==> config.mk <==
export PLATFORM = sky130hd
export DESIGN_NAME = pixel_readout_top
export DESIGN_NICKNAME = d
export VERILOG_FILES = /design/src/design/pixel_geom_pkg.sv /design/src/design/pixel_event_pkg.sv /design/src/design/pixel_req_latch.sv /design/src/design/rr_arbiter.sv /design/src/design/pixel_block_arbiter.sv /design/src/design/pixel_group_arbiter.sv /design/src/design/event_out_fifo.sv /design/src/design/pixel_readout_top.sv
export VERILOG_INCLUDE_DIRS = /design/src /design/src/include
export SDC_FILE = /design/constraint.sdc
export NUM_CORES = 1
export LEC_CHECK = 0
export BUFFER_PORTS_ARGS = -buffer_cell sky130_fd_sc_hd__buf_4
export CORE_AREA = 2 2 82 84
export CTS_CLUSTER_SIZE = 20
export DETAILED_ROUTE_END_ITERATION = 6
export DIE_AREA = 0 0 84 86
export GPL_TIMING_DRIVEN = 0
export PLACE_DENSITY = 0.9
export SLEW_MARGIN = 20
export SYNTH_ARGS = -nofsm -noshare
export SYNTH_HDL_FRONTEND = slang
export SYNTH_SLANG_ARGS = --single-unit
==> constraint.sdc <==
create_clock -name clk_i -period 7.1 [get_ports clk_i]
set_input_delay 1.42 -clock clk_i [delete_from_list [all_inputs] [get_ports clk_i]]
set_output_delay 1.42 -clock clk_i [all_outputs]
set_load 0.005 [all_outputs]
==> src/include/pixel_arb_macros.svh <==
//**********************************************************************
// Pixel readout sizing
// Block size, grid size and output queue depth of the 4x4 array
//**********************************************************************
`ifndef PIXEL_ARB_MACROS_SVH
`define PIXEL_ARB_MACROS_SVH

`define PIX_BLK_ROWS    2   // Pixel rows per block
`define PIX_BLK_COLS    2   // Pixel columns per block

`define PIX_GRID_ROWS   2   // Block rows in the array
`define PIX_GRID_COLS   2   // Block columns in the array

`define PIX_FIFO_DEPTH  4   // Output event queue entries

`endif

==> src/design/pixel_geom_pkg.sv <==
//**********************************************************************
// Pixel array geometry types
// Request matrices and index types for the array and its blocks
//**********************************************************************
`default_nettype none
`include "pixel_arb_macros.svh"

package pixel_geom_pkg;

    // One bit per pixel of the whole array, row-major
    typedef logic [`PIX_GRID_ROWS*`PIX_BLK_ROWS-1:0]
                  [`PIX_GRID_COLS*`PIX_BLK_COLS-1:0] pix_matrix_t;

    typedef logic [`PIX_BLK_ROWS-1:0][`PIX_BLK_COLS-1:0] blk_matrix_t;  // One block

    typedef logic [$clog2(`PIX_BLK_ROWS)-1:0] blk_row_t;   // Local row
    typedef logic [$clog2(`PIX_BLK_COLS)-1:0] blk_col_t;   // Local column

    // Block number, grid row-major
    typedef logic [$clog2(`PIX_GRID_ROWS*`PIX_GRID_COLS)-1:0] blk_id_t;

endpackage

`default_nettype wire

==> src/design/pixel_event_pkg.sv <==
//**********************************************************************
// Pixel event types
// Global address and the event word queued toward the consumer
//**********************************************************************
`default_nettype none
`include "pixel_arb_macros.svh"

package pixel_event_pkg;

    // Global row or column index over the full array
    typedef logic [$clog2(`PIX_GRID_ROWS*`PIX_BLK_ROWS)-1:0] pix_addr_t;

    typedef struct packed {
        pix_addr_t row;     // Global pixel row
        pix_addr_t col;     // Global pixel column
    } pix_event_t;

endpackage

`default_nettype wire

==> src/design/pixel_req_latch.sv <==
//**********************************************************************
// Pixel request latch
// Holds one sticky pending bit per pixel, set by a fire pulse and
// cleared by a grant; a fire in the same cycle as a grant wins
//**********************************************************************
`timescale 1ns/1ps
`default_nettype none
`include "pixel_arb_macros.svh"

module pixel_req_latch
    import pixel_geom_pkg::*;
(
    input  wire logic        clk_i,        // System clock
    input  wire logic        reset_i,      // Async reset, active high
    input  wire pix_matrix_t fire_i,       // One-cycle fire pulses
    input  wire pix_matrix_t clear_i,      // Grants from the block arbiters
    output pix_matrix_t      pending_o     // Pending requests
);

    pix_matrix_t pending_q;    // Sticky request bits

    always_ff @(posedge clk_i or posedge reset_i)
    begin
        if (reset_i)
            pending_q <= '0;
        else
            pending_q <= (pending_q & ~clear_i) | fire_i;  // Repeat fires merge
    end

    assign pending_o = pending_q;

endmodule

`default_nettype wire

==> src/design/rr_arbiter.sv <==
//**********************************************************************
// Round-robin arbiter
// Grants the first requester at or after a rotating priority pointer
// and moves the pointer past the winner when told to advance
//**********************************************************************
`timescale 1ns/1ps
`default_nettype none

module rr_arbiter #(
    parameter  int N  = 2,                          // Number of requesters
    localparam int IW = (N > 1) ? $clog2(N) : 1     // Index width
) (
    input  wire logic          clk_i,       // System clock
    input  wire logic          reset_i,     // Async reset, active high
    input  wire logic [N-1:0]  req_i,       // Requests
    input  wire logic          advance_i,   // Winner accepted, rotate
    output logic      [N-1:0]  gnt_o,       // One-hot grant
    output logic      [IW-1:0] idx_o,       // Index of the grant
    output logic               any_o        // Some request present
);

    logic [IW-1:0] ptr_q;      // Highest priority index

    always_comb
    begin : pick
        int  k;
        logic found;
        gnt_o = '0;
        idx_o = '0;
        found = 1'b0;
        for (int i = 0; i < N; i++)
        begin
            k = int'(ptr_q) + i;
            if (k >= N)
                k = k - N;                              // Wrap around
            if (!found && req_i[k])
            begin
                found    = 1'b1;
                gnt_o[k] = 1'b1;
                idx_o    = IW'(k);
            end
        end
        any_o = found;
    end

    always_ff @(posedge clk_i or posedge reset_i)
    begin
        if (reset_i)
            ptr_q <= '0;                                // Favour index 0
        else if (advance_i && any_o)
        begin
            if (idx_o == IW'(N - 1))
                ptr_q <= '0;
            else
                ptr_q <= idx_o + 1'b1;                  // One past the winner
        end
    end

endmodule

`default_nettype wire

==> src/design/pixel_block_arbiter.sv <==
//**********************************************************************
// Block arbiter
// Scans one pixel block row by row: picks a pending row, snapshots its
// column requests, then grants those columns one per accepted cycle.
// Releases the group when no row is left pending
//**********************************************************************
`timescale 1ns/1ps
`default_nettype none
`include "pixel_arb_macros.svh"

module pixel_block_arbiter
    import pixel_geom_pkg::*;
(
    input  wire logic        clk_i,        // System clock
    input  wire logic        reset_i,      // Async reset, active high
    input  wire logic        enable_i,     // Block holds the scan
    input  wire logic        take_i,       // Grant this cycle is accepted
    input  wire blk_matrix_t req_i,        // Pending requests of the block
    output logic             req_o,        // Any request in the block
    output blk_matrix_t      gnt_o,        // One-hot pixel grant
    output logic             gnt_valid_o,  // Grant issued
    output blk_row_t         row_o,        // Local row of the grant
    output blk_col_t         col_o,        // Local column of the grant
    output logic             release_o     // Group release pulse
);

    typedef enum logic [1:0] {
        IDLE,
        ROW_PICK,
        COL_SCAN
    } state_t;

    state_t                    state_q, state_d;
    logic [`PIX_BLK_ROWS-1:0]  row_req;        // Row ORs
    logic [`PIX_BLK_ROWS-1:0]  row_gnt;
    blk_row_t                  row_idx;
    logic                      row_any;
    logic [`PIX_BLK_COLS-1:0]  snap_q, snap_d; // Columns still owed in the row
    logic [`PIX_BLK_COLS-1:0]  col_gnt;
    blk_col_t                  col_idx;
    logic                      col_any;
    logic [`PIX_BLK_COLS-1:0]  snap_left;      // Snapshot after this cycle's grant
    blk_row_t                  row_q;          // Row under scan

    assign req_o = |req_i;

    always_comb
    begin
        snap_d = '0;
        for (int i = 0; i < `PIX_BLK_ROWS; i++)
        begin
            row_req[i] = |req_i[i];
            if (row_gnt[i])
                snap_d = snap_d | req_i[i];          // Columns of the picked row
        end
    end

    rr_arbiter #(.N(`PIX_BLK_ROWS)) u_row_arb (
        .clk_i     (clk_i),
        .reset_i   (reset_i),
        .req_i     (row_req),
        .advance_i (state_q == ROW_PICK),
        .gnt_o     (row_gnt),
        .idx_o     (row_idx),
        .any_o     (row_any)
    );

    rr_arbiter #(.N(`PIX_BLK_COLS)) u_col_arb (
        .clk_i     (clk_i),
        .reset_i   (reset_i),
        .req_i     (snap_q),
        .advance_i (gnt_valid_o),
        .gnt_o     (col_gnt),
        .idx_o     (col_idx),
        .any_o     (col_any)
    );

    assign gnt_valid_o = (state_q == COL_SCAN) && col_any && take_i;  // Stall without room
    assign release_o   = (state_q == ROW_PICK) && !row_any;           // Nothing left here
    assign snap_left   = gnt_valid_o ? (snap_q & ~col_gnt) : snap_q;
    assign row_o       = row_q;
    assign col_o       = col_idx;

    always_comb
    begin
        for (int i = 0; i < `PIX_BLK_ROWS; i++)
            gnt_o[i] = (gnt_valid_o && row_q == blk_row_t'(i)) ? col_gnt : '0;
    end

    always_comb
    begin
        state_d = state_q;
        case (state_q)
            IDLE:
                if (enable_i)
                    state_d = ROW_PICK;
            ROW_PICK:
                if (!enable_i || !row_any)
                    state_d = IDLE;                  // Released or taken away
                else
                    state_d = COL_SCAN;
            COL_SCAN:
                if (!enable_i)
                    state_d = IDLE;
                else if (snap_left == '0)
                    state_d = ROW_PICK;              // Row done, pick the next
            default:
                state_d = IDLE;
        endcase
    end

    always_ff @(posedge clk_i or posedge reset_i)
    begin
        if (reset_i)
        begin
            state_q <= IDLE;
            snap_q  <= '0;
            row_q   <= '0;
        end
        else
        begin
            state_q <= state_d;
            if (state_q == ROW_PICK && row_any)
            begin
                snap_q <= snap_d;                    // Later fires wait a visit
                row_q  <= row_idx;
            end
            else if (state_q == COL_SCAN)
                snap_q <= snap_left;
        end
    end

endmodule

`default_nettype wire

==> src/design/pixel_group_arbiter.sv <==
//**********************************************************************
// Group arbiter
// Passes the scan enable among blocks in round-robin order, holding it
// until the enabled block releases, and forms the global event address
//**********************************************************************
`timescale 1ns/1ps
`default_nettype none
`include "pixel_arb_macros.svh"

module pixel_group_arbiter
    import pixel_geom_pkg::*;
    import pixel_event_pkg::*;
#(
    localparam int NB = `PIX_GRID_ROWS * `PIX_GRID_COLS     // Block count
) (
    input  wire logic              clk_i,           // System clock
    input  wire logic              reset_i,         // Async reset, active high
    input  wire logic     [NB-1:0] blk_req_i,       // Block has requests
    input  wire logic     [NB-1:0] blk_gnt_valid_i, // Block grants now
    input  wire blk_row_t [NB-1:0] blk_row_i,       // Local grant rows
    input  wire blk_col_t [NB-1:0] blk_col_i,       // Local grant columns
    input  wire logic     [NB-1:0] blk_release_i,   // Block release pulses
    input  wire logic              fifo_room_i,     // Output queue not full
    output logic          [NB-1:0] blk_enable_o,    // One-hot scan enable
    output logic                   take_o,          // Grants are accepted
    output logic                   push_valid_o,    // Event to queue
    output pix_event_t             push_event_o     // Global event address
);

    logic [NB-1:0] blk_gnt;
    blk_id_t       blk_idx;
    logic          blk_any;
    logic          hand_off;       // Enable is free this cycle
    blk_id_t       cur_q;          // Enabled block

    assign hand_off = !(|blk_enable_o) || (|(blk_release_i & blk_enable_o));

    rr_arbiter #(.N(NB)) u_blk_arb (
        .clk_i     (clk_i),
        .reset_i   (reset_i),
        .req_i     (blk_req_i),
        .advance_i (hand_off),
        .gnt_o     (blk_gnt),
        .idx_o     (blk_idx),
        .any_o     (blk_any)
    );

    always_ff @(posedge clk_i or posedge reset_i)
    begin
        if (reset_i)
        begin
            blk_enable_o <= '0;
            cur_q        <= '0;
        end
        else if (hand_off)
        begin
            blk_enable_o <= blk_any ? blk_gnt : '0;    // Next requesting block
            cur_q        <= blk_idx;
        end
    end

    assign take_o       = fifo_room_i;                 // Queue never refuses
    assign push_valid_o = |(blk_gnt_valid_i & blk_enable_o);

    // Block grid position scaled by block size plus local offset
    always_comb
    begin : addr
        int br;
        int bc;
        br = int'(cur_q) / `PIX_GRID_COLS;
        bc = int'(cur_q) % `PIX_GRID_COLS;
        push_event_o.row = pix_addr_t'(br * `PIX_BLK_ROWS + int'(blk_row_i[cur_q]));
        push_event_o.col = pix_addr_t'(bc * `PIX_BLK_COLS + int'(blk_col_i[cur_q]));
    end

endmodule

`default_nettype wire

==> src/design/event_out_fifo.sv <==
//**********************************************************************
// Output event FIFO
// Circular buffer with a count; delivers events over valid/ready
//**********************************************************************
`timescale 1ns/1ps
`default_nettype none

module event_out_fifo
    import pixel_event_pkg::*;
#(
    parameter  int DEPTH = 4,                       // Entries
    localparam int PW    = $clog2(DEPTH),           // Pointer width
    localparam int CW    = $clog2(DEPTH + 1)        // Count width
) (
    input  wire logic       clk_i,         // System clock
    input  wire logic       reset_i,       // Async reset, active high
    input  wire logic       push_i,        // Write an event
    input  wire pix_event_t push_data_i,   // Event to write
    output logic            room_o,        // Not full
    output logic            valid_o,       // Head is valid
    input  wire logic       ready_i,       // Consumer takes the head
    output pix_event_t      data_o         // Head event
);

    pix_event_t      mem [DEPTH];
    logic [PW-1:0]   wr_ptr_q, rd_ptr_q;
    logic [CW-1:0]   count_q;
    logic            wr_en, rd_en;

    assign room_o  = count_q != CW'(DEPTH);
    assign valid_o = count_q != '0;
    assign data_o  = mem[rd_ptr_q];                // Stable until popped
    assign wr_en   = push_i && room_o;
    assign rd_en   = valid_o && ready_i;

    always_ff @(posedge clk_i)
    begin
        if (wr_en)
            mem[wr_ptr_q] <= push_data_i;
    end

    always_ff @(posedge clk_i or posedge reset_i)
    begin
        if (reset_i)
        begin
            wr_ptr_q <= '0;
            rd_ptr_q <= '0;
            count_q  <= '0;
        end
        else
        begin
            if (wr_en)
                wr_ptr_q <= (wr_ptr_q == PW'(DEPTH - 1)) ? '0 : wr_ptr_q + 1'b1;
            if (rd_en)
                rd_ptr_q <= (rd_ptr_q == PW'(DEPTH - 1)) ? '0 : rd_ptr_q + 1'b1;
            if (wr_en && !rd_en)
                count_q <= count_q + 1'b1;
            else if (rd_en && !wr_en)
                count_q <= count_q - 1'b1;
        end
    end

endmodule

`default_nettype wire

==> src/design/pixel_readout_top.sv <==
//**********************************************************************
// Pixel readout top
// Request latch, four block arbiters, group arbiter and output FIFO
//**********************************************************************
`timescale 1ns/1ps
`default_nettype none
`include "pixel_arb_macros.svh"

module pixel_readout_top
    import pixel_geom_pkg::*;
    import pixel_event_pkg::*;
(
    input  wire logic        clk_i,         // System clock
    input  wire logic        reset_i,       // Async reset, active high
    input  wire pix_matrix_t pix_fire_i,    // Pixel fire pulses
    output logic             evt_valid_o,   // Event available
    output pix_event_t       evt_o,         // Global pixel address
    input  wire logic        evt_ready_i    // Consumer ready
);

    localparam int NB = `PIX_GRID_ROWS * `PIX_GRID_COLS;

    pix_matrix_t          pending, clear;
    blk_matrix_t [NB-1:0] blk_pend, blk_gnt;
    logic        [NB-1:0] blk_req, blk_gnt_valid, blk_release, blk_enable;
    blk_row_t    [NB-1:0] blk_row;
    blk_col_t    [NB-1:0] blk_col;
    logic                 take, push_valid;
    logic                 fifo_room;        // Output queue not full
    pix_event_t           push_event;

    pixel_req_latch u_latch (
        .clk_i     (clk_i),
        .reset_i   (reset_i),
        .fire_i    (pix_fire_i),
        .clear_i   (clear),
        .pending_o (pending)
    );

    for (genvar b = 0; b < NB; b++)
    begin : g_blk
        localparam int BR = b / `PIX_GRID_COLS;   // Block grid row
        localparam int BC = b % `PIX_GRID_COLS;   // Block grid column

        for (genvar r = 0; r < `PIX_BLK_ROWS; r++)
        begin : g_row
            assign blk_pend[b][r] =
                pending[BR*`PIX_BLK_ROWS + r][BC*`PIX_BLK_COLS +: `PIX_BLK_COLS];
            assign clear[BR*`PIX_BLK_ROWS + r][BC*`PIX_BLK_COLS +: `PIX_BLK_COLS] =
                blk_gnt[b][r];
        end

        pixel_block_arbiter u_blk (
            .clk_i       (clk_i),
            .reset_i     (reset_i),
            .enable_i    (blk_enable[b]),
            .take_i      (take),
            .req_i       (blk_pend[b]),
            .req_o       (blk_req[b]),
            .gnt_o       (blk_gnt[b]),
            .gnt_valid_o (blk_gnt_valid[b]),
            .row_o       (blk_row[b]),
            .col_o       (blk_col[b]),
            .release_o   (blk_release[b])
        );
    end

    pixel_group_arbiter u_group (
        .clk_i           (clk_i),
        .reset_i         (reset_i),
        .blk_req_i       (blk_req),
        .blk_gnt_valid_i (blk_gnt_valid),
        .blk_row_i       (blk_row),
        .blk_col_i       (blk_col),
        .blk_release_i   (blk_release),
        .fifo_room_i     (fifo_room),
        .blk_enable_o    (blk_enable),
        .take_o          (take),
        .push_valid_o    (push_valid),
        .push_event_o    (push_event)
    );

    event_out_fifo #(.DEPTH(`PIX_FIFO_DEPTH)) u_fifo (
        .clk_i       (clk_i),
        .reset_i     (reset_i),
        .push_i      (push_valid),
        .push_data_i (push_event),
        .room_o      (fifo_room),
        .valid_o     (evt_valid_o),
        .ready_i     (evt_ready_i),
        .data_o      (evt_o)
    );

endmodule

`default_nettype wire

==> impl_metrics.toml <==
[worst_setup_path]
cp_cell_sequence = "clkbuf_1, mux4_2, buf_4"
path_class = "reg -> out"
required_ns = 5.68
cp_max_fo = 6
crit_path_top_delay_cell = "mux4_2"
critPathMaxStageDelay_ns = 0.55
startpoint_type = "flip-flop"
critPathArrivalTime_ns = 1.74
end_kind = "output pin"

[flow_run]
maxCapViolations = 0

[power]
p_clk_share_pct = 19.9
power.internal_w = 0.00106
pwr-share-seq_pct = 41.8
net-switching-power_w = 0.000714
switching_share_pct = 40.2
p_comb_share_pct = 38.3
power.leakage_nw = 1.82
power.density_nw_per_um2 = 388
vdd_ir_drop_max_mv = 0.243

[detailed_routing]
vias = 3373
drt_iter0_markers = 375
dr.pass1.iters = 7
routed_wl_mm = 8.91
drc_errors = 0
post_drt_via_cell_ratio = 6.47
antenna_left = 0
wl_per_cell_um = 17.1

[logic_synthesis]
async_flop_share_pct = 78.7
syn_area_um2 = 4100
synth_ff_type = "dfrtp_1"
synth_nets = 438
ys_types = 49
ys_ff_latch = 75
avgSynthCellArea_um2 = 10.1
netlist_instances = 405
yosysSeqAreaShare_pct = 47.7
synth-edff-count = 16
yosysWarnings = 0

[status]
run_status = "completed"

[final_layout]
synthToLayoutAreaGrowth_pct = 11.9
nFillCells = 433
diodes = 0
final_cells = 521
final_common_cell = "dfrtp_1"
fin_util_pct = 73.1
final_nets = 472
layout_common_cells = "dfrtp_1, nand2_1, o21ai_0"
final_layout_size_suffix_gt1_share_pct = 15.5

[timing]
relSlewSlack_pct = 32.6
clock.fmax_ghz = 0.316
setup_tns_ns = 0
setup_viol = 0
period_share_pct = 44.5
hold_viol = 0
fin_hold_ws_ns = 0.524
period_needed_ns = 3.16
rsz0062_at_grt = "no"
clock_skew_ns = 0.0114
tightest_slew_ns = 1.00
drv_slew = 0

[clock_tree]
cts_tree = "yes"
htree_levels = 3
clkLatencyLatePin_ns = 0.35
post_cts_resized = 0
cts_root_buffer = "clkbuf_8"
cts_buffer_depth = 2
path_clk_slew_ns = 0.08
cts_hold_buf = 0
cts-buffers-inserted = 9
cts_setup_buffers = 0
cts.sinks = 75

[die]
row_count = 29
initial_core_util_pct = 65.3
core-area_um2 = 6280
fp.dieArea_um2 = 7220
die_w_um = 84
io-pin-count = 24
die_h_um = 86

[global_routing]
grt_first_pass_wirelength_mm = 15.1
grt_pass1_vias = 3186
grt_max_degree = 60
grt_antenna_before_repair = 0
grt_overflow = 0
track_usage_pct = 26.4

[hold_path]
min_path_type = "reg -> reg"

[placement]
dp_cells = 505
port_buffers = 23
dp_hpwl_mm = 6.17
gp_congestion = 0.878
## flip-flops by register name, indices dropped and copies added (netlist names), named ones only
register and count:
u_fifo.rd_ptr_q 2, u_group.cur_q 2, g_blk.u_blk.u_col_arb.ptr_q 4, u_group.blk_enable_o 4, u_fifo.mem 16, g_blk.u_blk.row_o 4
g_blk.u_blk.u_row_arb.ptr_q 4, u_fifo.wr_ptr_q 2, g_blk.u_blk.state_q 8, g_blk.u_blk.snap_q 8, u_latch.pending_o 16, u_group.u_blk_arb.ptr_q 1
u_fifo.count_q 3
## critical path: cells and delay by family (launching register included)
family | cells | cell delay (ns)
muxes | 1 | 0.55
DFF | 1 | 0.36
buffers and inverters | 2 | 0.49
## path summary, 6_finish.rpt
check                                                      startpoint  slack, ns                                          to  cells past startpoint
setup / recovery                       u_fifo.rd_ptr_q[0]$_DFFE_PP0P_       3.94                                    evt_o[2]                      3
hold / removal             g_blk[3].u_blk.u_col_arb.ptr_q$_DFFE_PP0P_       0.52  g_blk[3].u_blk.u_col_arb.ptr_q$_DFFE_PP0P_                      1
setup reg to reg                        u_fifo.count_q[0]$_DFFE_PP0P_       3.97               u_fifo.count_q[1]$_DFFE_PP0P_                     10
hold reg to reg            g_blk[3].u_blk.u_col_arb.ptr_q$_DFFE_PP0P_       0.52  g_blk[3].u_blk.u_col_arb.ptr_q$_DFFE_PP0P_                      1
max in group asynchronous                                     reset_i       5.41             u_latch.pending_o[13]$_DFF_PP0_                      2
min in group asynchronous                                     reset_i       1.18  g_blk[0].u_blk.u_col_arb.ptr_q$_DFFE_PP0P_                      2
## kinds of logic after synthesis
| family | after synthesis | synth area share, % |
|---|---|---|
| flip-flops | 75 | 47.7 |
| AND/OR/NAND/NOR | 153 | 19.4 |
| XOR/XNOR | 5 | 1.07 |
| AO/OA/AOI/OAI | 117 | 17.6 |
| multiplexers | 17 | 7.05 |
| buffers and inverters | 22 | 2.20 |
| adder cells (fa/ha/maj) | 16 | 4.95 |
## per-layer routing
layer	vias to the layer above	global-route usage (%)	share of wire [%]	wire, um
li1	1561	-	-	-
met1	1635	35.0	41	3620
met2	158	45.2	51	4510
met3	19	3.37	6.7	595
met4	0	9.82	2.0	180
met5	-	0	0	0
## cells in the mapped netlist (2+ instances only)
library cell  count  area share (%)
nand4_1           7             1.1
a31oi_1           6            0.92
inv_1            11             1.0
a21boi_0          4            0.73
or4_4             4             1.1
nor3_1            3            0.37
and2_1            8             1.2
nor4_1            5            0.76
a311oi_1          7             1.5
clkbuf_1          7            0.64
a21oi_1          26             3.2
nand2b_1         20             3.1
nor3b_1           4            0.73
buf_2             3            0.37
or2b_2            2            0.43
o211ai_1          3            0.55
xor2_1            3            0.64
o21ai_0          42             5.1
mux2_2            5             1.4
o31ai_1           2            0.37
dfrtp_1          59              36
ha_1             13             4.0
and3b_1           2            0.43
nand3_1          15             1.8
a21o_1           13             2.4
o22ai_1           6            0.92
mux4_2            9             4.9
mux2i_1           3            0.73
nor2_1           23             2.1
edfxtp_1         16              12
nor2b_1           5            0.76
and3_1            2            0.31
maj3_1            2            0.49
nand2_1          49             4.5
xnor2_1           2            0.43
## power by group through the flow
stage               Combinational, W  Sequential, W  Clock [W]
CTS                         0.000671       0.000739   0.000353
detailed placement          0.000664       0.000745          0
global route                0.000761       0.000765   0.000368
floorplan                   0.000513       0.000698          0
global placement            0.000623       0.000731          0
finish                      0.000681       0.000744   0.000353
## area by class of cell
type                    instances  area [um^2]  share of cell area (%)
inverters                      11         43.8                   0.955
flip-flops and latches         75         1960                    42.7
multi-input cells             308         2060                    44.9
well taps                      77         96.3                    2.10
clock inverters                 5         57.6                    1.25
plain buffers                  11         48.8                    1.06
repair buffers                 23          173                    3.76
clock buffers                  11          153                    3.33
## through the flow
step           power [W]  instance area (um^2)  setup WS (ns)
2_1_floorplan    0.00121                  4100           4.22
3_3_place_gp     0.00135                  4370           3.49
3_5_place_dp     0.00141                  4370           4.03
4_1_cts          0.00176                  4580           3.90
5_1_grt          0.00189                  4590           3.78
6_report         0.00178                  4590           3.94
Power figures use the tool's default switching activity.
